### config.mk
export PLATFORM = sky130hd
export DESIGN_NAME = fetch_stage
export DESIGN_NICKNAME = d
export VERILOG_FILES = /design/src/mips_pkg.sv /design/src/fetch_stage.sv
export SDC_FILE = /design/constraint.sdc
export NUM_CORES = 2
export LEC_CHECK = 0
export ABC_AREA = 1
export BUFFER_PORTS_ARGS = -buffer_cell sky130_fd_sc_hd__buf_4
export CAP_MARGIN = 5
export CORE_MARGIN = 3
export CORE_UTILIZATION = 45
export DETAILED_ROUTE_END_ITERATION = 12
export PLACE_DENSITY = 0.72
export SLEW_MARGIN = 10
export SYNTH_ARGS = -nofsm -noshare
export SYNTH_HDL_FRONTEND = slang
export SYNTH_SLANG_ARGS = --single-unit
### constraint.sdc
create_clock -name clk -period 6.1 [get_ports clk]
set_input_delay 0.61 -clock clk [delete_from_list [all_inputs] [get_ports clk]]
set_output_delay 0.61 -clock clk [all_outputs]
set_load 0.05 [all_outputs]
### src/mips_pkg.sv
/*
 * Shared types for the five-stage MIPS subset core.
 * Holds the word and field widths, the ISA encodings used by decode
 * and execute, and the packed pipeline-register structs that the
 * stage modules pass between each other.
 */
package mips_pkg;

	typedef logic [31:0] word_t;
	typedef logic [4:0] reg_addr_t;
	typedef logic [4:0] shamt_t;

	// primary opcode, instr[31:26]
	typedef enum logic [5:0] {
		OP_RTYPE = 6'h00,
		OP_J     = 6'h02,
		OP_BEQ   = 6'h04,
		OP_BNE   = 6'h05,
		OP_ADDI  = 6'h08,
		OP_LW    = 6'h23,
		OP_SW    = 6'h2b
	} opcode_t;

	// r-type function field, instr[5:0]
	typedef enum logic [5:0] {
		FN_SLL = 6'h00,
		FN_ADD = 6'h20,
		FN_SUB = 6'h22,
		FN_AND = 6'h24,
		FN_OR  = 6'h25,
		FN_SLT = 6'h2a
	} funct_t;

	typedef enum logic [2:0] {ALU_ADD, ALU_SUB, ALU_AND, ALU_OR, ALU_SLT, ALU_SLL} alu_op_t;

	// coarse class from decode, refined by funct in EX
	typedef enum logic [1:0] {CLASS_ADD, CLASS_SUB, CLASS_FUNCT} alu_class_t;

	typedef struct packed {
		logic  valid;
		word_t pc_plus4;
		word_t instr;
	} if_id_t;

	typedef struct packed {
		alu_class_t alu_class;
		logic       alu_src;
		funct_t     funct;
		shamt_t     shamt;
	} ex_ctrl_t;

	typedef struct packed {
		logic mem_read;
		logic mem_write;
	} mem_ctrl_t;

	typedef struct packed {
		logic reg_write;
		logic mem_to_reg;
	} wb_ctrl_t;

	typedef struct packed {
		ex_ctrl_t  ex_ctrl;
		mem_ctrl_t mem_ctrl;
		wb_ctrl_t  wb_ctrl;
		reg_addr_t rs;
		reg_addr_t rt;
		reg_addr_t dest;
		word_t     rs_data;
		word_t     rt_data;
		word_t     imm;
	} id_ex_t;

	typedef struct packed {
		mem_ctrl_t mem_ctrl;
		wb_ctrl_t  wb_ctrl;
		reg_addr_t dest;
		word_t     alu_result;
		word_t     store_data;
	} ex_mem_t;

	typedef struct packed {
		wb_ctrl_t  wb_ctrl;
		reg_addr_t dest;
		word_t     alu_result;
		word_t     load_data;
	} mem_wb_t;

	// writeback as seen by the register file and the EX forwarding
	typedef struct packed {
		logic      write_en;
		reg_addr_t dest;
		word_t     data;
	} wb_bus_t;

endpackage

### src/fetch_stage.sv
/*
 * Instruction fetch.
 * Holds the PC, the instruction memory and the IF/ID register.
 * The memory is written from the load port while reset is high and
 * read combinationally at the PC. Stall holds PC and IF/ID; a redirect
 * from decode loads the target and turns IF/ID into a bubble.
 */
module fetch_stage import mips_pkg::*; #(
	parameter int IMEM_ADDR_BITS = 6
) (
	input  logic   clk,
	input  logic   reset,
	input  logic   load,
	input  logic   stall,
	input  logic   redirect,
	input  word_t  load_addr,
	input  word_t  load_data,
	input  word_t  target,
	output if_id_t if_id
);

	word_t pc;
	word_t pc_plus4;
	word_t instr;
	word_t imem [2**IMEM_ADDR_BITS];

	assign pc_plus4 = pc + 32'd4;

	// word indexed, low two address bits ignored
	assign instr = imem[pc[IMEM_ADDR_BITS+1:2]];

	always_ff @(posedge clk) begin
		if (reset && load)
			imem[load_addr[IMEM_ADDR_BITS+1:2]] <= load_data;
	end

	always_ff @(posedge clk) begin
		if (reset)
			pc <= '0;
		else if (redirect)
			pc <= target;
		else if (!stall)
			pc <= pc_plus4;
	end

	// IF/ID, redirect never comes together with stall
	always_ff @(posedge clk) begin
		if (reset || redirect)
			if_id.valid <= 1'b0;
		else if (!stall)
			if_id.valid <= 1'b1;

		if (!stall) begin
			if_id.pc_plus4 <= pc_plus4;
			if_id.instr <= instr;
		end
	end

endmodule

==> impl_metrics.json <==
{
  "viasPerCell": 5.419,
  "routed_wl_um": 241600,
  "drc_errors": 0,
  "die_w_um": 452.1,
  "area_growth_pct": 11.51,
  "grt_util_met3": 0.03875,
  "crit_arrival_ps": 4830,
  "fin_crit_sh": 0.6752,
  "end_kind": "flop",
  "setup_viol": 0,
  "rsz0062_at_grt": "no",
  "synth_cell_types": 32,
  "most-common-layout-cells": "nand2_1, edfxtp_1, nand3_1, inv_1, buf_4",
  "port_buffers": 139,
  "grt_pass1_wl_um": 356400,
  "antenna_found_initial": 11,
  "seqPwrFrac": 0.531,
  "crit_fanout": 117,
  "ys_seq_area_frac": 0.7156,
  "hold_viol": 0,
  "min_period_ps": 4119,
  "met1_usage": 0.2982,
  "avgSynthCellArea_um2": 10.79,
  "syn_nets": 8403,
  "finClkSkew_ps": 37.18,
  "finalNetCount": 8426,
  "firstDrtPassIters": 6,
  "tns_ps": 0,
  "avgRoutedWirePerCell_um": 21.69,
  "post-place-ws_ps": 1995,
  "required_ps": 6820,
  "max_freq_mhz": 242.8,
  "drtIter0Drc": 7631,
  "pin_count": 166,
  "clock-sinks": 2145,
  "syn_area_mm2": 0.08955,
  "final_cells": 11140,
  "slew_violations": 0,
  "design.die.area_mm2": 0.2044,
  "final_common_cell": "nand2_1",
  "critical_path_class": "flop to flop",
  "cts_tree": "built",
  "drv_cap": 0,
  "row_count": 163,
  "grt_max_degree": 238,
  "initial_core_util": 0.4531,
  "postLayoutSetupSlackWorst_ps": 1981,
  "worst_pin_slew_ps": 1274,
  "busiest_layer": "met2",
  "synth.largest_area_cell": "edfxtp_1",
  "synth_top_area_frac": 0.7082,
  "hp-start": "target[10]",
  "powerDensity_mw_per_mm2": 309.7,
  "async_flop_share": 0,
  "dp_hpwl_um": 124200,
  "layout-drive-gt1-share": 0.07396,
  "pwr-share-clk": 0.395,
  "ys_ff_latch": 2145,
  "status": "finished, final reports clean",
  "crit_start": "pc[3]",
  "clock_latency_ps": 850,
  "r2r_start": "pc[3]",
  "grt_pass1_vias": 58090,
  "p_int_w": 0.02370,
  "ctsResizeCount": 0,
  "leakagePower_nw": 39.09,
  "grtUsageTotal": 0.2320,
  "hold_buffers": 2,
  "cts_inserted_buffers": 204,
  "htreeDepth": 4,
  "coreArea_mm2": 0.1976,
  "overflow": 0,
  "clockBufferDepth": 3,
  "hp-class": "input pin to flop",
  "root_buffer": "clkbuf_16",
  "ir_drop_uv": 305.6,
  "synth-edff-count": 2112,
  "gp_congestion": 0.8583,
  "dpl.cell_count": 10760,
  "ant_nets": 0,
  "fp.dieH_um": 452.1,
  "p_comb_frac": 0.074,
  "synth.top_cells.by_area": "edfxtp_1, nand2_1, nand3_1, inv_1, buf_2",
  "grtUsageMet2": 0.3787,
  "slew_headroom": 0.1486,
  "crit_path_start_kind": "flop",
  "cts_setup_buffers": 0,
  "syn_inst": 8301,
  "clkTransAtPathRegs_ps": 70,
  "vias": 60360,
  "synth_flop_cell": "edfxtp_1",
  "yosys_warnings": 0,
  "swShare": 0.2334,
  "switchingPower_w": 0.007218
}
[state kept, by name, indices dropped and copies added (netlist names)]
| name | cells |
|---|---|
| imem | 2048 |
| pc | 32 |
| if_id | 65 |
[cells in the mapped netlist, types with 3 or more instances]
cell / count
xnor2_1: 4
xor2_1: 13
nor2_2: 4
buf_4: 25
nand4_1: 9
a21oi_1: 83
nor2_1: 212
o21ai_1: 9
or2_2: 20
nand2_1: 3338
buf_1: 60
nor3_1: 13
inv_2: 3
o21ai_0: 32
a31oi_1: 8
clkbuf_1: 108
a22o_1: 8
clkinv_1: 11
nand3_1: 1183
inv_1: 754
nor4_1: 8
dfxtp_1: 33
buf_2: 240
edfxtp_1: 2112
[layer usage]
metal	share of wire	vias to the layer above
li1	-	27550
met1	0.37	29140
met2	0.48	3119
met3	0.096	553
met4	0.055	0
met5	0	-
[layout make-up]
type                            instances  area, um2
Antenna cell                            9      22.52
Clock buffer                          255       5380
Clock inverter                        118       1008
Fill cell                           16510      97770
Inverter                              770       2939
Multi-Input combinational cell       4951      21020
Sequential cell                      2145      64100
Tap cell                             2640       3303
Timing Repair Buffer                  252       2085
[worst paths after layout]
check                   end  slack [ps]  depth (start not counted)
setup / recovery  if_id[27]        1980                         10
hold / removal       pc[10]          60                          3
setup reg to reg  if_id[27]        1980                         10
hold reg to reg   if_id[33]         440                          0
[worst max-delay path, stage by stage, from the launching register on]
cell and delay, ps:
dfxtp_4 580, inv_16 500, nand2_2 490, inv_4 780, buf_12 410, a21oi_1 170, nand3_1 220, nand3_1 210
nand2_1 190, nand2_1 140, nand2_1 120
[power groups by stage]
stage | clock [W] | combinational (W) | sequential [W]
2_1_floorplan | 0 | 0.00126 | 0.0168
3_3_place_gp | 0 | 0.00221 | 0.0167
3_5_place_dp | 0 | 0.00226 | 0.0167
4_1_cts | 0.0123 | 0.00228 | 0.0164
5_1_grt | 0.0129 | 0.00249 | 0.0164
6_report | 0.0122 | 0.00230 | 0.0164
[cells by family after synthesis]
family	count (synthesis)	share of synthesized area
flops	2145	0.7156
xor+xnor	17	0.001663
compound gates	140	0.008272
buf+inv	1205	0.05513
simple gates	4793	0.2192
fa+ha+maj	1	0.0001397
[metrics by stage]
step,cell area [um2],hold slack (ps),utilization,total power [W]
2_1_floorplan,89550,402.9,-,0.01806
6_report,99850,57.76,0.5053,0.03092
3_3_place_gp,93400,414.3,0.4726,0.01894
5_1_grt,99840,31.32,0.5052,0.03184
3_5_place_dp,93400,421.3,0.4726,0.01899
4_1_cts,99810,7.674,0.5050,0.03099
Power figures use the tool's default switching activity.
