[config.mk]
export PLATFORM = sky130hd
export DESIGN_NAME = memory_stage
export DESIGN_NICKNAME = d
export VERILOG_FILES = /design/src/mips_pkg.sv /design/src/memory_stage.sv
export SDC_FILE = /design/constraint.sdc
export NUM_CORES = 2
export LEC_CHECK = 0
export BUFFER_PORTS_ARGS = -buffer_cell sky130_fd_sc_hd__buf_2
export CORE_MARGIN = 5
export CORE_UTILIZATION = 38
export DETAILED_ROUTE_END_ITERATION = 10
export SLEW_MARGIN = 20
export SYNTH_ARGS = -nofsm -noshare
export SYNTH_HDL_FRONTEND = slang
export SYNTH_SLANG_ARGS = --single-unit
[constraint.sdc]
create_clock -name clk -period 9 [get_ports clk]
set_input_delay 1.8 -clock clk [delete_from_list [all_inputs] [get_ports clk]]
set_output_delay 1.8 -clock clk [all_outputs]
set_load 0.01 [all_outputs]
[src/mips_pkg.sv]
/*
 * Shared types for the five-stage MIPS subset core.
 * Holds the word and field widths, the ISA encodings used by decode
 * and execute, and the packed pipeline-register structs that the
 * stage modules pass between each other.
 */
package mips_pkg;

	typedef logic [31:0] word_t;
	typedef logic [4:0] reg_addr_t;
	typedef logic [4:0] shamt_t;

	// primary opcode, instr[31:26]
	typedef enum logic [5:0] {
		OP_RTYPE = 6'h00,
		OP_J     = 6'h02,
		OP_BEQ   = 6'h04,
		OP_BNE   = 6'h05,
		OP_ADDI  = 6'h08,
		OP_LW    = 6'h23,
		OP_SW    = 6'h2b
	} opcode_t;

	// r-type function field, instr[5:0]
	typedef enum logic [5:0] {
		FN_SLL = 6'h00,
		FN_ADD = 6'h20,
		FN_SUB = 6'h22,
		FN_AND = 6'h24,
		FN_OR  = 6'h25,
		FN_SLT = 6'h2a
	} funct_t;

	typedef enum logic [2:0] {ALU_ADD, ALU_SUB, ALU_AND, ALU_OR, ALU_SLT, ALU_SLL} alu_op_t;

	// coarse class from decode, refined by funct in EX
	typedef enum logic [1:0] {CLASS_ADD, CLASS_SUB, CLASS_FUNCT} alu_class_t;

	typedef struct packed {
		logic  valid;
		word_t pc_plus4;
		word_t instr;
	} if_id_t;

	typedef struct packed {
		alu_class_t alu_class;
		logic       alu_src;
		funct_t     funct;
		shamt_t     shamt;
	} ex_ctrl_t;

	typedef struct packed {
		logic mem_read;
		logic mem_write;
	} mem_ctrl_t;

	typedef struct packed {
		logic reg_write;
		logic mem_to_reg;
	} wb_ctrl_t;

	typedef struct packed {
		ex_ctrl_t  ex_ctrl;
		mem_ctrl_t mem_ctrl;
		wb_ctrl_t  wb_ctrl;
		reg_addr_t rs;
		reg_addr_t rt;
		reg_addr_t dest;
		word_t     rs_data;
		word_t     rt_data;
		word_t     imm;
	} id_ex_t;

	typedef struct packed {
		mem_ctrl_t mem_ctrl;
		wb_ctrl_t  wb_ctrl;
		reg_addr_t dest;
		word_t     alu_result;
		word_t     store_data;
	} ex_mem_t;

	typedef struct packed {
		wb_ctrl_t  wb_ctrl;
		reg_addr_t dest;
		word_t     alu_result;
		word_t     load_data;
	} mem_wb_t;

	// writeback as seen by the register file and the EX forwarding
	typedef struct packed {
		logic      write_en;
		reg_addr_t dest;
		word_t     data;
	} wb_bus_t;

endpackage

[src/memory_stage.sv]
/*
 * Memory access and writeback.
 * Word-addressed data memory with a combinational read and a write at
 * the edge that ends the MEM cycle, reported on the store port. The
 * MEM/WB register feeds the writeback select, which goes to the
 * register file, the EX forwarding and the retire port.
 */
module memory_stage import mips_pkg::*; #(
	parameter int DMEM_ADDR_BITS = 6
) (
	input  logic    clk,
	input  logic    reset,
	input  ex_mem_t ex_mem,
	output wb_bus_t wb,
	output logic    store,
	output word_t   store_addr,
	output word_t   store_data
);

	word_t   dmem [2**DMEM_ADDR_BITS];
	word_t   load_data;
	mem_wb_t mem_wb;

	assign load_data = dmem[ex_mem.alu_result[DMEM_ADDR_BITS+1:2]];

	always_ff @(posedge clk) begin
		if (ex_mem.mem_ctrl.mem_write)
			dmem[ex_mem.alu_result[DMEM_ADDR_BITS+1:2]] <= ex_mem.store_data;
	end

	assign store = ex_mem.mem_ctrl.mem_write;
	assign store_addr = ex_mem.alu_result;
	assign store_data = ex_mem.store_data;

	// MEM/WB
	always_ff @(posedge clk) begin
		mem_wb.dest <= ex_mem.dest;
		mem_wb.alu_result <= ex_mem.alu_result;
		mem_wb.load_data <= load_data;
		if (reset)
			mem_wb.wb_ctrl <= '0;
		else
			mem_wb.wb_ctrl <= ex_mem.wb_ctrl;
	end

	// writes to register 0 are dropped here
	assign wb.write_en = mem_wb.wb_ctrl.reg_write && mem_wb.dest != '0;
	assign wb.dest = mem_wb.dest;
	assign wb.data = mem_wb.wb_ctrl.mem_to_reg ? mem_wb.load_data : mem_wb.alu_result;

endmodule

==> flow_metrics.tcl <==
set metrics [dict create \
    status "finished, final reports clean" \
    die_y_um 467 \
    cts_resized 0 \
    drc_errors 0 \
    period_share 0.574 \
    clockBufferDepth 3 \
    postCtsSetupBuffers 0 \
    path_cells "clkbuf_8, and2_4, nand3_1, nor2_4, buf_4" \
    cpPeakStageDelay_ps 1130 \
    cts_tree "yes" \
    rsz0062_at_grt "no" \
    synth_edf_count 2048 \
    cts_hold_buffers 0 \
    syn_nets 4588 \
    drtPass1Iterations 6 \
    rows 167 \
    hold_class "flop to flop" \
    syn-cell-area_um2 79500 \
    coreArea_um2 208000 \
    setup_viol 0 \
    layoutNonFillerInstCount 7645 \
    preCtsSetupSlack_ps 3060 \
    clockRootBuffer "clkbuf_16" \
    utilization 0.437 \
    yosysWarnings 0 \
    crit_arrival_ps 5630 \
    initial_utilization 0.383 \
    skew_ps 40.6 \
    drt_iter0_drc 6939 \
    grt_usage 0.226 \
    grt_overflow 0 \
    crit_type "input pin to flop" \
    area_delta_synth_final_pct 14.2 \
    htree_num_levels 4 \
    cts-buffers-inserted 209 \
    busiest_layer "met2" \
    grt_use_met1 0.316 \
    final_common_cell "edfxtp_1" \
    synth_flop_cell "edfxtp_1" \
    worst_pin_slew_ps 1170 \
    grt_max_degree 106 \
    layout_common_cells "2048 x edfxtp_1, 375 x a221oi_1, 331 x a22oi_1" \
    synth.distinct_cells 57 \
    ys_seq_elements 2119 \
    p_leak_nw 28.4 \
    clkSinkCount 2119 \
    placed_cell_area_um2 84000 \
    port_buffers 176 \
    ant_nets 0 \
    async_flop_share 0 \
    die-area_um2 218000 \
    power_density_nw_per_um2 228 \
    gp_congestion 0.828 \
    crit_path_max_fanout 43 \
    path_clk_slew_ps 60 \
    final_area_um2 90800 \
    crit_path_end_kind "flop" \
    insertion_delay_ps 850 \
    layout_min_cycle_time_ps 5170 \
    grt_use_met3 0.0497 \
    ir_drop_mv 0.220 \
    finalSetupTns_ps 0 \
    via_per_inst 6.10 \
    max_slew_margin 0.199 \
    ios 178 \
    antenna_found_initial 18 \
    ys_seq_area_frac 0.791 \
    critPathTopFamily "simple AND/OR/NAND/NOR gates" \
    dpl.hpwl_um 142000 \
    die_x_um 467 \
    grt_pass1_wl_um 350000 \
    final_hold_viol_count 0 \
    post-route-worst-setup-slack_ps 3830 \
    critPathSlowestCell "nor2_4" \
    required_ps 9460 \
    max_freq_mhz 194 \
    wl_per_cell_um 33.1 \
    finalWirelength_um 253000 \
    timing.max_cap.violations 0 \
    gr-usage-met2 0.349 \
    dp_cells 7250 \
    vias 46600 \
    worstSetupStartpointType "input pin" \
    fillers 18000 \
    drive_gt1_frac 0.179 \
    grt_pass1_vias 44400 \
    syn_inst 4513 \
    fin_nets 4749 \
    syn_area_per_cell_um2 17.6 \
    crit_buf_inv 2 \
    slew_violations 0 \
]
sequential cells by signal, summed over array words and instances (netlist names):
name / count
dmem: 2048
mem_wb: 66
wb: 5
cell usage after synthesis, types with 10 or more instances:
cell / instances / area (µm²)
a211oi_1: 19 / 143
a21oi_1: 72 / 360
a221o_1: 12 / 120
a221oi_1: 375 / 3280
a22o_1: 60 / 526
a22oi_1: 331 / 2480
a31oi_1: 20 / 125
buf_1: 53 / 199
buf_2: 111 / 556
buf_4: 87 / 653
clkbuf_1: 146 / 548
dfxtp_1: 71 / 1420
edfxtp_1: 2048 / 61500
mux2_2: 87 / 980
mux2i_1: 133 / 1330
mux4_2: 37 / 833
nand2_1: 61 / 229
nand3_1: 16 / 80.1
nand4_1: 25 / 156
nor2_1: 275 / 1030
nor2b_1: 10 / 62.6
nor3_1: 29 / 145
nor4_1: 11 / 68.8
o21ai_0: 152 / 761
o221ai_1: 13 / 114
o22ai_1: 145 / 907
or4_1: 19 / 143
worst reg2reg max path: stages, from the launching register on:
cell,delay [ps]
edfxtp_1,370
a22oi_1,240
o22ai_1,140
nor4_1,870
nand3_1,380
or4_1,650
power by group:
part / total [W] / switching [W] / leakage, nW / internal [W]
clock network: 0.00859 / 0.00378 / 3.28 / 0.00482
logic: 0.00111 / 0.000803 / 6.07 / 0.000304
registers: 0.0110 / 0.0000481 / 19.0 / 0.0109
per-layer routing:
metal,up-vias,wire length (µm)
li1,19100,-
met5,-,40
met3,440,28100
met1,24200,99200
met2,2930,116000
met4,6,9220
per-stage QoR:
step | hold WS (ps) | power, W
6_report | 630 | 0.0207
5_1_grt | 674 | 0.0212
4_1_cts | 623 | 0.0207
3_5_place_dp | 603 | 0.0123
3_3_place_gp | 595 | 0.0122
2_1_floorplan | 539 | 0.0117
path summary, 6_finish.rpt:
path                     start          end  slack, ps  depth (start not counted)
setup reg to reg    dmem[8][7]    mem_wb[7]       6200                          5
hold / removal    dmem[40][13]   mem_wb[13]        630                          3
setup / recovery    ex_mem[34]  dmem[7][10]       3830                          5
hold reg to reg   dmem[40][13]   mem_wb[13]        630                          3
layout make-up:
type                       instances  area [µm²]  share of cell area
timing repair buffer             349        2370              0.0262
multi-input combinational       1992       15200               0.168
clock buffer                     278        5660              0.0624
sequential                      2119       62900               0.693
tap                             2788        3490              0.0384
clock inverter                   111        1060              0.0116
inverter                           3        21.3            0.000234
antenna                            5        12.5            0.000138
kinds of logic (layout without fill, tap and decap cells):
logic type | Yosys count | count (layout) | synth area share
other cells | 0 | 5 | 0
compound gates | 1256 | 1256 | 0.117
buf+inv | 402 | 741 | 0.0250
flops | 2119 | 2119 | 0.791
mux | 257 | 257 | 0.0396
simple gates | 479 | 479 | 0.0270
(Power assumes the default switching activity.)
