**src/mips_pkg.sv**
```systemverilog
/*
 * Shared types for the five-stage MIPS subset core.
 * Holds the word and field widths, the ISA encodings used by decode
 * and execute, and the packed pipeline-register structs that the
 * stage modules pass between each other.
 */
package mips_pkg;

	typedef logic [31:0] word_t;
	typedef logic [4:0] reg_addr_t;
	typedef logic [4:0] shamt_t;

	// primary opcode, instr[31:26]
	typedef enum logic [5:0] {
		OP_RTYPE = 6'h00,
		OP_J     = 6'h02,
		OP_BEQ   = 6'h04,
		OP_BNE   = 6'h05,
		OP_ADDI  = 6'h08,
		OP_LW    = 6'h23,
		OP_SW    = 6'h2b
	} opcode_t;

	// r-type function field, instr[5:0]
	typedef enum logic [5:0] {
		FN_SLL = 6'h00,
		FN_ADD = 6'h20,
		FN_SUB = 6'h22,
		FN_AND = 6'h24,
		FN_OR  = 6'h25,
		FN_SLT = 6'h2a
	} funct_t;

	typedef enum logic [2:0] {ALU_ADD, ALU_SUB, ALU_AND, ALU_OR, ALU_SLT, ALU_SLL} alu_op_t;

	// coarse class from decode, refined by funct in EX
	typedef enum logic [1:0] {CLASS_ADD, CLASS_SUB, CLASS_FUNCT} alu_class_t;

	typedef struct packed {
		logic  valid;
		word_t pc_plus4;
		word_t instr;
	} if_id_t;

	typedef struct packed {
		alu_class_t alu_class;
		logic       alu_src;
		funct_t     funct;
		shamt_t     shamt;
	} ex_ctrl_t;

	typedef struct packed {
		logic mem_read;
		logic mem_write;
	} mem_ctrl_t;

	typedef struct packed {
		logic reg_write;
		logic mem_to_reg;
	} wb_ctrl_t;

	typedef struct packed {
		ex_ctrl_t  ex_ctrl;
		mem_ctrl_t mem_ctrl;
		wb_ctrl_t  wb_ctrl;
		reg_addr_t rs;
		reg_addr_t rt;
		reg_addr_t dest;
		word_t     rs_data;
		word_t     rt_data;
		word_t     imm;
	} id_ex_t;

	typedef struct packed {
		mem_ctrl_t mem_ctrl;
		wb_ctrl_t  wb_ctrl;
		reg_addr_t dest;
		word_t     alu_result;
		word_t     store_data;
	} ex_mem_t;

	typedef struct packed {
		wb_ctrl_t  wb_ctrl;
		reg_addr_t dest;
		word_t     alu_result;
		word_t     load_data;
	} mem_wb_t;

	// writeback as seen by the register file and the EX forwarding
	typedef struct packed {
		logic      write_en;
		reg_addr_t dest;
		word_t     data;
	} wb_bus_t;

endpackage

```
**src/execute_stage.sv**
```systemverilog
/*
 * Execute.
 * Picks each ALU operand from the MEM stage, the WB stage or the
 * register read, in that order of priority, maps the decode class and
 * funct to an ALU operation and registers the result into EX/MEM.
 * The MEM-stage forward comes from this stage's own EX/MEM output.
 */
module execute_stage import mips_pkg::*; (
	input  logic    clk,
	input  logic    reset,
	input  id_ex_t  id_ex,
	input  wb_bus_t wb,
	output ex_mem_t ex_mem
);

	word_t   operand_a;
	word_t   operand_b;
	word_t   rt_value;
	word_t   alu_result;
	alu_op_t alu_op;

	// newest producer wins, register 0 is never forwarded
	function automatic word_t forward(
		input reg_addr_t src,
		input word_t     reg_data,
		input ex_mem_t   mem_stage,
		input wb_bus_t   wb_stage
	);
		if (src != '0 && mem_stage.wb_ctrl.reg_write && mem_stage.dest == src)
			return mem_stage.alu_result;
		if (src != '0 && wb_stage.write_en && wb_stage.dest == src)
			return wb_stage.data;
		return reg_data;
	endfunction

	assign operand_a = forward(id_ex.rs, id_ex.rs_data, ex_mem, wb);
	assign rt_value = forward(id_ex.rt, id_ex.rt_data, ex_mem, wb);
	assign operand_b = id_ex.ex_ctrl.alu_src ? id_ex.imm : rt_value;

	// ALU controller
	always_comb begin
		case (id_ex.ex_ctrl.alu_class)
			CLASS_SUB: alu_op = ALU_SUB;
			CLASS_FUNCT: begin
				case (id_ex.ex_ctrl.funct)
					FN_SUB: alu_op = ALU_SUB;
					FN_AND: alu_op = ALU_AND;
					FN_OR: alu_op = ALU_OR;
					FN_SLT: alu_op = ALU_SLT;
					FN_SLL: alu_op = ALU_SLL;
					default: alu_op = ALU_ADD;
				endcase
			end
			default: alu_op = ALU_ADD;
		endcase
	end

	always_comb begin
		case (alu_op)
			ALU_SUB: alu_result = operand_a - operand_b;
			ALU_AND: alu_result = operand_a & operand_b;
			ALU_OR: alu_result = operand_a | operand_b;
			ALU_SLT: alu_result = {31'b0, $signed(operand_a) < $signed(operand_b)};
			// sll shifts rt, which sits on operand b
			ALU_SLL: alu_result = operand_b << id_ex.ex_ctrl.shamt;
			default: alu_result = operand_a + operand_b;
		endcase
	end

	// EX/MEM
	always_ff @(posedge clk) begin
		ex_mem.dest <= id_ex.dest;
		ex_mem.alu_result <= alu_result;
		ex_mem.store_data <= rt_value;
		if (reset) begin
			ex_mem.mem_ctrl <= '0;
			ex_mem.wb_ctrl <= '0;
		end else begin
			ex_mem.mem_ctrl <= id_ex.mem_ctrl;
			ex_mem.wb_ctrl <= id_ex.wb_ctrl;
		end
	end

endmodule

```
**config.mk**
```make
export PLATFORM = sky130hd
export DESIGN_NAME = execute_stage
export DESIGN_NICKNAME = d
export VERILOG_FILES = /design/src/mips_pkg.sv /design/src/execute_stage.sv
export SDC_FILE = /design/constraint.sdc
export NUM_CORES = 1
export LEC_CHECK = 0
export BUFFER_PORTS_ARGS = -buffer_cell sky130_fd_sc_hd__buf_2
export CAP_MARGIN = 20
export CORE_ASPECT_RATIO = 1.4
export CORE_MARGIN = 8
export CORE_UTILIZATION = 40
export DETAILED_ROUTE_END_ITERATION = 8
export PLACE_DENSITY_LB_ADDON = 0.3
export SYNTH_ARGS = -nofsm -noshare
export SYNTH_HDL_FRONTEND = slang
export SYNTH_SLANG_ARGS = --single-unit
```
**constraint.sdc**
```tcl
create_clock -name clk -period 4.9 [get_ports clk]
set_clock_uncertainty 0.1 [all_clocks]
set_input_delay 0.245 -clock clk [delete_from_list [all_inputs] [get_ports clk]]
set_output_delay 0.245 -clock clk [all_outputs]
set_load 0.02 [all_outputs]
```
==> impl_metrics.csv <==
group,metric,value,unit
critical_path,r2r-end,"ex_mem[47]$_DFF_P_",
placement,place_congestion,1.013,
pwr,p_int,1.976,mW
synthesis,synth_edf_count,0,
sta,setup_violations,0,
critical_path,cp_max_fo,8,
detailed_routing,wire_per_inst,24.94,microns
sta,fmax,209.2,MHz
placement,place_hpwl,44420,microns
detailed_routing,dr.pass1.iters,7,
synthesis,synth.top_cells.by_area,"dfxtp_1, ha_1, mux4_2, mux2i_1, o21ai_0",
sta,whs,34.60,ps
floorplanning,rows,70,
placement,dpl_cell_area,13790,sq um
synthesis,synthFlopType,"dfxtp_1",
synthesis,synth_area_leader_cell,"dfxtp_1",
detailed_routing,dr_total_vias,13270,
layout,top_register,"ex_mem",
sta,worstMarginPinSlew,910.8,ps
sta,finalCritPeriodShare,97.56,%
pwr,pwr-share-comb,55.7,%
grt,grt_antenna_before_repair,0,
synthesis,async_flop_share,0,%
layout,drive_above_1_share,33.91,%
detailed_routing,drt_drc_violations_left,0,
synthesis,yosysSeqAreaShare,13.82,%
synthesis,synth.distinct_cells,73,
placement,portBuffers,241,
critical_path,crit_type,"input pin to flop",
cts,cts_tree,"yes",
hold_path,min_path_type,"input pin to flop",
detailed_routing,vias_per_cell,6.138,
layout,top_regs,"ex_mem: 73 flops",
synthesis,yosysWarnings,0,
pwr,total_power,3.630,mW
grt,grt_pass1_wl,79500,microns
synthesis,synth.net_count,1682,
layout,largest_reg_flops,73,
cts,cts_num_sinks,73,
layout,antenna_cells,0,
cts,htree_levels,3,
synthesis,netlist.area_leader.share,13.82,%
sta,setup_ws,119.7,ps
synthesis,synth_cells,1413,
critical_path,worst_ep_arrival_time,4990,ps
detailed_routing,ant_nets,0,
placement,dp_worst_setup_slack,-364.7,ps
synthesis,syn-cell-area,10570,sq um
layout,nets,2101,
cts,clkLatencyLatePin,360,ps
critical_path,crit_end,"ex_mem[47]$_DFF_P_",
critical_path,reg2reg_depth,22,
sta,fin_setup_tns,0,ps
detailed_routing,drtIter0Drc,1053,
grt,grt_usage,32.34,%
critical_path,reg2reg_setup_slack,170,ps
pwr,vdd_drop_max,0.2193,mV
critical_path,start_kind,"input pin",
sta,fin_crit,4780,ps
cts,root_buffer,"clkbuf_16",
grt,grt_max_degree,38,
synthesis,ys_top_cells_by_count,"nand2_1, o21ai_0, inv_1, ha_1, a21oi_1",
pwr,p_switching,1.654,mW
hold_path,min-delay-start,"id_ex[111]",
pwr,powerDensity,251.5,nW/um^2
sta,rsz0062_at_grt,"yes",
critical_path,critical_path_required,5110,ps
outcome,status,"finished clean",
floorplanning,io_pins,242,
flow_run,drv_cap,0,
critical_path,crit_path_start,"id_ex[102]",
layout,area_growth,36.47,%
pwr,leakage,6.650,nW
sta,relSlewSlack,39.28,%
sta,hold_viol_final,0,
detailed_routing,drt-total-wl,53890,microns
cts,cts_buffers,9,
layout,fin_area,14430,sq um
floorplanning,die_h,208.4,microns
pwr,p_sw_share,45.56,%
floorplanning,initial_core_util,40.51,%
critical_path,rr_startpoint,"ex_mem[66]$_DFF_P_",
sta,drv_slew,0,
floorplanning,die_area,31970,sq um
critical_path,cp-end-kind,"flop",
grt,gr-total-overflow,0,
synthesis,avgSynthCellArea,7.483,sq um
synthesis,synth_most_common_cell,"nand2_1",
pwr,p_clk_share,20.5,%
floorplanning,die_x,153.4,microns
pwr,sequentialPowerShare,23.8,%
synthesis,synth_seq_cells,73,
grt,grt_pass1_vias,13630,
cts,cts.clk_slew.worst_paths,80,ps
cts,clock_path_buffers,2,
floorplanning,core_region_area,26100,sq um
## worst min path at each step
stage	end	slack, ps	cells past startpoint
floorplan	ex_mem[64]$_DFF_P_	170	0
global route	ex_mem[69]$_SDFF_PP0_	60	2
finish	ex_mem[69]$_SDFF_PP0_	30	2
detailed placement	ex_mem[66]$_DFF_P_	250	1
CTS	ex_mem[69]$_SDFF_PP0_	20	2
global placement	ex_mem[67]$_DFF_P_	250	1
## timing repair
action / CTS / global route
hold endpoints to repair: 9 / 0
hold buffers: 9 / 0
resized for setup: 2 / 48
setup endpoints to repair: 1 / 16
setup buffers: 0 / 4
pin swaps: 0 / 8
## worst max-delay path, stage by stage
cell	delay (ps)
buf_2	110
or4_4	570
o211ai_1	200
buf_4	190
buf_4	140
o21ai_0	70
a31oi_1	330
nand2_1	100
nand2_1	190
inv_1	100
buf_4	140
ha_1	310
o21ai_0	180
nand2b_1	110
a31oi_1	240
o21ai_0	170
a21o_1	220
a21o_1	190
a21o_1	200
a41o_1	270
o21ai_0	130
o21ai_0	100
a221oi_1	300
buf_4	170
## layer usage
layer	part of all wire [%]	vias up	track usage (%)	wire, microns
met4	9.7	0	27.65	5222
met3	7.5	243	6.866	4023
met1	34	6159	31.62	18060
met2	49	819	57.45	26590
met5	0	-	0	0
li1	-	6044	-	-
## layout by cell type (no fill, tap or decap), types with 7 or more instances in the layout
| cell | count |
|---|---|
| clkbuf_16 | 9 |
| mux2i_1 | 82 |
| dfxtp_1 | 69 |
| nand3_1 | 50 |
| a222oi_1 | 7 |
| dlygate4sd3_1 | 9 |
| o21ai_1 | 11 |
| inv_1 | 101 |
| nor2b_1 | 8 |
| nor3_1 | 49 |
| mux2_2 | 14 |
| o31ai_1 | 7 |
| o21ai_0 | 106 |
| o221ai_1 | 13 |
| a211oi_1 | 13 |
| a31oi_1 | 39 |
| buf_2 | 241 |
| xor2_1 | 9 |
| a21o_1 | 19 |
| a221oi_1 | 9 |
| nand4_1 | 7 |
| nand2b_1 | 11 |
| a21oi_1 | 94 |
| o22ai_1 | 15 |
| or3_1 | 8 |
| buf_4 | 249 |
| o211ai_1 | 11 |
| mux4_2 | 41 |
| nand2_1 | 140 |
| nor2_1 | 91 |
| xnor2_1 | 48 |
| o21bai_1 | 10 |
| ha_1 | 96 |
| o21a_1 | 10 |
## area by class of cell
cell class | instances | area, sq um
fill | 2486 | 11670
multi-input combinational | 1138 | 8586
timing repair buffer | 504 | 3266
sequential | 73 | 1466
tap | 324 | 405.4
inverter | 106 | 397.9
clock buffer | 9 | 225.2
clock inverter | 7 | 83.83
## kinds of logic (layout without fill, tap and decap cells)
group | Yosys count | after routing | synth area share (%)
buffers and inverters | 202 | 626 | 7.348
adder cells (fa/ha/maj) | 100 | 100 | 11.97
multiplexers | 138 | 138 | 18.08
AND/OR/NAND/NOR | 409 | 409 | 17.77
flip-flops | 73 | 73 | 13.82
XOR/XNOR | 60 | 60 | 4.970
AO/OA/AOI/OAI | 431 | 431 | 26.03
## through the flow
stage | std cells | utilization, %
2_1_floorplan | 1413 | -
3_3_place_gp | 2132 | 52.82
3_5_place_dp | 2132 | 52.82
4_1_cts | 2157 | 54.37
5_1_grt | 2161 | 55.29
6_report | 2161 | 55.29
## power by group through the flow
stage	Combinational, mW	Sequential (mW)	Clock [mW]
3_3_place_gp	1.92	0.877	0
6_report	2.02	0.865	0.744
3_5_place_dp	1.93	0.869	0
5_1_grt	2.15	0.867	0.763
4_1_cts	1.95	0.859	0.751
2_1_floorplan	0.959	0.917	0
Power figures use the tool's default switching activity.
