`src/mips_pkg.sv`:
```
/*
 * Shared types for the five-stage MIPS subset core.
 * Holds the word and field widths, the ISA encodings used by decode
 * and execute, and the packed pipeline-register structs that the
 * stage modules pass between each other.
 */
package mips_pkg;

	typedef logic [31:0] word_t;
	typedef logic [4:0] reg_addr_t;
	typedef logic [4:0] shamt_t;

	// primary opcode, instr[31:26]
	typedef enum logic [5:0] {
		OP_RTYPE = 6'h00,
		OP_J     = 6'h02,
		OP_BEQ   = 6'h04,
		OP_BNE   = 6'h05,
		OP_ADDI  = 6'h08,
		OP_LW    = 6'h23,
		OP_SW    = 6'h2b
	} opcode_t;

	// r-type function field, instr[5:0]
	typedef enum logic [5:0] {
		FN_SLL = 6'h00,
		FN_ADD = 6'h20,
		FN_SUB = 6'h22,
		FN_AND = 6'h24,
		FN_OR  = 6'h25,
		FN_SLT = 6'h2a
	} funct_t;

	typedef enum logic [2:0] {ALU_ADD, ALU_SUB, ALU_AND, ALU_OR, ALU_SLT, ALU_SLL} alu_op_t;

	// coarse class from decode, refined by funct in EX
	typedef enum logic [1:0] {CLASS_ADD, CLASS_SUB, CLASS_FUNCT} alu_class_t;

	typedef struct packed {
		logic  valid;
		word_t pc_plus4;
		word_t instr;
	} if_id_t;

	typedef struct packed {
		alu_class_t alu_class;
		logic       alu_src;
		funct_t     funct;
		shamt_t     shamt;
	} ex_ctrl_t;

	typedef struct packed {
		logic mem_read;
		logic mem_write;
	} mem_ctrl_t;

	typedef struct packed {
		logic reg_write;
		logic mem_to_reg;
	} wb_ctrl_t;

	typedef struct packed {
		ex_ctrl_t  ex_ctrl;
		mem_ctrl_t mem_ctrl;
		wb_ctrl_t  wb_ctrl;
		reg_addr_t rs;
		reg_addr_t rt;
		reg_addr_t dest;
		word_t     rs_data;
		word_t     rt_data;
		word_t     imm;
	} id_ex_t;

	typedef struct packed {
		mem_ctrl_t mem_ctrl;
		wb_ctrl_t  wb_ctrl;
		reg_addr_t dest;
		word_t     alu_result;
		word_t     store_data;
	} ex_mem_t;

	typedef struct packed {
		wb_ctrl_t  wb_ctrl;
		reg_addr_t dest;
		word_t     alu_result;
		word_t     load_data;
	} mem_wb_t;

	// writeback as seen by the register file and the EX forwarding
	typedef struct packed {
		logic      write_en;
		reg_addr_t dest;
		word_t     data;
	} wb_bus_t;

endpackage

```
`src/decode_stage.sv`:
```
/*
 * Instruction decode.
 * Main controller, register file with write-through to the read ports,
 * sign extension, beq/bne compare and branch or jump target. Also
 * detects the load-use hazard against its own ID/EX output and inserts
 * a bubble into ID/EX while stalling.
 */
module decode_stage import mips_pkg::*; (
	input  logic    clk,
	input  logic    reset,
	input  if_id_t  if_id,
	input  wb_bus_t wb,
	output logic    stall,
	output logic    redirect,
	output word_t   target,
	output id_ex_t  id_ex
);

	opcode_t   opcode;
	reg_addr_t rs;
	reg_addr_t rt;
	reg_addr_t rd;
	word_t     imm;
	word_t     rs_data;
	word_t     rt_data;
	word_t     regs [32];
	ex_ctrl_t  ex_ctrl;
	mem_ctrl_t mem_ctrl;
	wb_ctrl_t  wb_ctrl;
	logic      reg_dst_rd;
	logic      branch;
	logic      branch_ne;
	logic      jump;
	logic      taken;
	word_t     branch_target;
	word_t     jump_target;

	assign opcode = opcode_t'(if_id.instr[31:26]);
	assign rs = if_id.instr[25:21];
	assign rt = if_id.instr[20:16];
	assign rd = if_id.instr[15:11];
	assign imm = {{16{if_id.instr[15]}}, if_id.instr[15:0]};

	// controller
	always_comb begin
		ex_ctrl.alu_class = CLASS_ADD;
		ex_ctrl.alu_src = 1'b0;
		ex_ctrl.funct = funct_t'(if_id.instr[5:0]);
		ex_ctrl.shamt = if_id.instr[10:6];
		mem_ctrl = '0;
		wb_ctrl = '0;
		reg_dst_rd = 1'b0;
		branch = 1'b0;
		branch_ne = 1'b0;
		jump = 1'b0;
		case (opcode)
			OP_RTYPE: begin
				ex_ctrl.alu_class = CLASS_FUNCT;
				wb_ctrl.reg_write = 1'b1;
				reg_dst_rd = 1'b1;
			end
			OP_ADDI: begin
				ex_ctrl.alu_src = 1'b1;
				wb_ctrl.reg_write = 1'b1;
			end
			OP_LW: begin
				ex_ctrl.alu_src = 1'b1;
				mem_ctrl.mem_read = 1'b1;
				wb_ctrl.reg_write = 1'b1;
				wb_ctrl.mem_to_reg = 1'b1;
			end
			OP_SW: begin
				ex_ctrl.alu_src = 1'b1;
				mem_ctrl.mem_write = 1'b1;
			end
			OP_BEQ: begin
				ex_ctrl.alu_class = CLASS_SUB;
				branch = 1'b1;
			end
			OP_BNE: begin
				ex_ctrl.alu_class = CLASS_SUB;
				branch = 1'b1;
				branch_ne = 1'b1;
			end
			OP_J: jump = 1'b1;
			default: ;
		endcase
	end

	// register file, written at the clock edge ending WB
	always_ff @(posedge clk) begin
		if (wb.write_en)
			regs[wb.dest] <= wb.data;
	end

	// same-cycle writeback passes straight through to the reads
	assign rs_data = (rs == '0) ? '0 : (wb.write_en && wb.dest == rs) ? wb.data : regs[rs];
	assign rt_data = (rt == '0) ? '0 : (wb.write_en && wb.dest == rt) ? wb.data : regs[rt];

	// load in EX feeding this instruction
	assign stall = if_id.valid && id_ex.mem_ctrl.mem_read && id_ex.dest != '0 &&
		(id_ex.dest == rs || id_ex.dest == rt);

	// branch compare uses unforwarded register values
	assign taken = branch && (branch_ne ? (rs_data != rt_data) : (rs_data == rt_data));
	assign branch_target = if_id.pc_plus4 + {imm[29:0], 2'b00};
	assign jump_target = {if_id.pc_plus4[31:28], if_id.instr[25:0], 2'b00};

	assign redirect = if_id.valid && !stall && (jump || taken);
	assign target = jump ? jump_target : branch_target;

	// ID/EX
	always_ff @(posedge clk) begin
		id_ex.ex_ctrl <= ex_ctrl;
		id_ex.rs <= rs;
		id_ex.rt <= rt;
		id_ex.dest <= reg_dst_rd ? rd : rt;
		id_ex.rs_data <= rs_data;
		id_ex.rt_data <= rt_data;
		id_ex.imm <= imm;
		if (reset || stall || !if_id.valid) begin
			id_ex.mem_ctrl <= '0;
			id_ex.wb_ctrl <= '0;
		end else begin
			id_ex.mem_ctrl <= mem_ctrl;
			id_ex.wb_ctrl <= wb_ctrl;
		end
	end

endmodule

```
`config.mk`:
```
export PLATFORM = sky130hd
export DESIGN_NAME = decode_stage
export DESIGN_NICKNAME = d
export VERILOG_FILES = /design/src/mips_pkg.sv /design/src/decode_stage.sv
export SDC_FILE = /design/constraint.sdc
export NUM_CORES = 2
export LEC_CHECK = 0
export BUFFER_PORTS_ARGS = -buffer_cell sky130_fd_sc_hd__buf_2
export CORE_UTILIZATION = 55
export CTS_CLUSTER_DIAMETER = 80
export DETAILED_ROUTE_END_ITERATION = 16
export GPL_ROUTABILITY_DRIVEN = 0
export PLACE_DENSITY_LB_ADDON = 0.2
export SETUP_SLACK_MARGIN = 0.4
export SLEW_MARGIN = 20
export SYNTH_ARGS = -nofsm -noshare
export SYNTH_HDL_FRONTEND = slang
export SYNTH_SLANG_ARGS = --single-unit
```
`constraint.sdc`:
```
create_clock -name clk -period 6.01 [get_ports clk]
set_input_delay 0.9015 -clock clk [delete_from_list [all_inputs] [get_ports clk]]
set_output_delay 0.9015 -clock clk [all_outputs]
set_load 0.03 [all_outputs]
```
==> reports/results.ini <==
[run_status]
status = complete, no violations

[global_routing]
grt_max_degree = 46
grt.total_usage = 0.367
grt_pass1_vias = 33800
grt_pass1_wl_um = 245000
gr-total-overflow = 0
grt_antenna_before_repair = 3

[route]
drtIter0Drc = 5900
drt-vias-per-instance = 7.33
drtAntennaViolNets = 0
vias = 34300
drt_first_pass_iters = 8
drt_wl_total_um = 175000
wl_per_cell_um = 37.4
drc = 0

[flow_run]
max_cap_viol_count = 0

[final_layout]
final_layout_size_suffix_gt1_frac = 0.354
nNetsFinal = 3453
n_fill_cell = 6297
multi_input_area_sq_um = 18500
seqCellArea_sq_um = 32800
synthToLayoutAreaGrowth_pct = 16.2
fin_area_sq_um = 60700

[timing]
timing.hold.ws_ps = 324
fmax_ghz = 0.176
setup_tns_ps = 0
slew_viol_final = 0
fin_crit_sh = 0.945
fin_crit_ps = 5680
relSlewSlack = 0.181
clock_skew_ps = 33.8
worstMarginPinSlew_ps = 1230
setup_viol = 0
hold_viol = 0
grt_setup_unrepaired = true

[worst_setup_path]
cp-end-kind = output pin
critPathTopFamily = simple AND/OR/NAND/NOR gates
cp_cell_sequence = buf_2 > buf_4 > or3b_4 > buf_4 > o221ai_1 > a211oi_1 > o31ai_1 > buf_4 > xor2_1 > nand4b_1 > nor4_4 > buf_4 > nor4bb_1 > mux2i_1 > o211ai_1 > buf_4
startpoint_type = input pin
crit_type = in -> out
crit_fanout = 11
cp_common_cell = buf_4
slowest_stage = or3b_4
critPathMaxStageDelay_ps = 550
crit_required_ps = 5110
critPathBufInv = 6
cp.arrival_ps = 4780

[cts]
h-tree-depth = 3
cts-root-buf = clkbuf_16
clk_pin_slew_ps = 60
cts.path.max_buffers = 3
cts_buffers = 115
clock_latency_ps = 740
cts_tree = yes
numClockSinks = 1125

[yosys]
ys_async_sr_fraction = 0
synthFlopType = edfxtp_1
synth_nets = 3091
synth_edf_count = 1024
syn_avg_cell_area_sq_um = 17.7
ys_warn_count = 0
synth_seq_cells = 1125
synth_area_sq_um = 52300
synth_cell_types = 71
syn_inst = 2956
synth-seq-area-share = 0.627

[power]
irDropWorstVdd_mv = 0.285
power.switching_w = 0.00462
power_frac_comb = 0.121
p_int_w = 0.0139
p_per_area_nw_per_um2 = 305
power_w = 0.0185
switching_share = 0.249
clkPwrFrac = 0.406
leakagePower_nw = 20.6
power_frac_seq = 0.473

[floorplanning]
std_cell_rows = 112
die_area_sq_um = 96200
fp.dieW_um = 310
dieHeight_um = 310
fp.coreArea_sq_um = 93700
start_util = 0.557
boundaryPins = 268

[placement]
dp_hpwl_um = 107000
io_buffers = 267
placed_area_sq_um = 56200

[hold_path]
min_path_type = in -> reg

==> cells in the mapped netlist (9+ instances only) <==
cell / number / share of area
o21ai_0: 50 / 0.0048
edfxtp_1: 1024 / 0.59
ha_1: 29 / 0.0069
nor2b_1: 13 / 0.0016
o221ai_1: 41 / 0.0069
xnor2_1: 42 / 0.0070
a21o_1: 13 / 0.0019
nand2_1: 146 / 0.010
inv_1: 22 / 0.0016
a21oi_1: 95 / 0.0091
a22o_1: 25 / 0.0042
nand3_1: 31 / 0.0030
dfxtp_1: 101 / 0.039
nor3_1: 27 / 0.0026
a22oi_1: 78 / 0.011
o22ai_1: 35 / 0.0042
buf_4: 51 / 0.0073
nand2b_1: 11 / 0.0013
xor2_1: 28 / 0.0047
clkbuf_1: 94 / 0.0068
a32o_1: 28 / 0.0054
mux4_2: 471 / 0.20
buf_1: 32 / 0.0023
a211oi_1: 19 / 0.0027
nor2_1: 102 / 0.0073
buf_2: 54 / 0.0052
and2_1: 9 / 0.0011
mux2i_1: 148 / 0.028
a221oi_1: 9 / 0.0015
==> metal layers <==
layer	wire (um)	GRT usage	vias up
met5	28	0	-
met4	8920	0.168	4
met3	24200	0.0991	579
met2	80600	0.557	2956
met1	61300	0.499	17600
li1	-	-	13200
==> kinds of logic (layout without fill, tap and decap cells) <==
logic type               after synthesis  after routing  share of synthesized area
AO/OA/AOI/OAI                        455            455                     0.0615
flip-flops                          1125           1125                      0.627
other                                  0              5                          0
AND/OR/NAND/NOR                      391            391                     0.0348
XOR/XNOR                              70             70                     0.0117
buffers and inverters                260            724                     0.0249
adder cells (fa/ha/maj)               30             30                    0.00733
multiplexers                         625            625                      0.233
==> through the flow <==
step                setup WS [ps]  cells   util
floorplan                    1060   2956      -
global placement             -418   4439  0.599
detailed placement           -341   4442  0.600
CTS                           401   4674  0.648
global route                  211   4675  0.648
finish                        328   4679  0.648
==> path summary, 6_finish.rpt <==
| check | from | to | slack, ps | depth (start not counted) |
|---|---|---|---|---|
| setup / recovery | if_id[18] | redirect | 330 | 16 |
| hold / removal | if_id[6] | id_ex[6]$_DFF_P_ | 320 | 1 |
| setup reg to reg | regs[15][28]$_DFFE_PP_ | id_ex[60]$_DFF_P_ | 3920 | 4 |
| hold reg to reg | regs[18][10]$_DFFE_PP_ | id_ex[74]$_DFF_P_ | 910 | 4 |
==> timing repair <==
item / in CTS / in global routing
gates resized for setup: 33 / 4
buffers inserted: 4 / 0
setup endpoints to repair: 1 / 3
pin swaps: 2 / 0
gates cloned: 9 / 0
hold buffers: 0 / 0
==> layout make-up <==
| class | instances | share of cell area |
|---|---|---|
| flip-flops and latches | 1125 | 0.539 |
| well taps | 1254 | 0.0258 |
| multi-input cells | 1571 | 0.305 |
| diodes | 5 | 0.000206 |
| clock buffers | 143 | 0.0506 |
| inverters | 22 | 0.00136 |
| clock inverters | 76 | 0.0148 |
| repair buffers | 483 | 0.0629 |
==> state kept, by name, indices dropped and copies added (netlist names) <==
register,flops
id_ex,101
regs,1024
==> power groups by stage <==
stage	sequential, W	combinational (W)	clock, W
6_report	0.00878	0.00224	0.00753
5_1_grt	0.00878	0.00232	0.00786
3_3_place_gp	0.00893	0.00210	0
2_1_floorplan	0.00906	0.00118	0
3_5_place_dp	0.00894	0.00213	0
4_1_cts	0.00877	0.00219	0.00754
==> cell usage in the layout (no fill, tap or decap), types with 10 or more instances in the layout <==
master | synthesis | routed
edfxtp_1 | 1024 | 1024
mux4_2 | 471 | 471
buf_2 | 54 | 261
buf_4 | 51 | 162
mux2i_1 | 148 | 147
nand2_1 | 146 | 146
clkbuf_16 | 0 | 115
dfxtp_1 | 101 | 101
a21oi_1 | 95 | 94
a22oi_1 | 78 | 78
nor2_1 | 102 | 69
o21ai_0 | 50 | 48
xnor2_1 | 42 | 41
o221ai_1 | 41 | 41
o22ai_1 | 35 | 35
nor2_4 | 0 | 33
buf_12 | 2 | 32
nand3_1 | 31 | 31
clkinv_2 | 0 | 31
ha_1 | 29 | 29
xor2_1 | 28 | 28
nor3_1 | 27 | 26
a32o_1 | 28 | 26
a22o_1 | 25 | 25
inv_1 | 22 | 21
a211oi_1 | 19 | 19
clkbuf_1 | 94 | 19
bufinv_16 | 0 | 17
a21o_1 | 13 | 13
clkinv_1 | 0 | 12
nand2b_1 | 11 | 11
nor2b_1 | 13 | 10
Note: power is estimated with default switching activity, not from simulation.
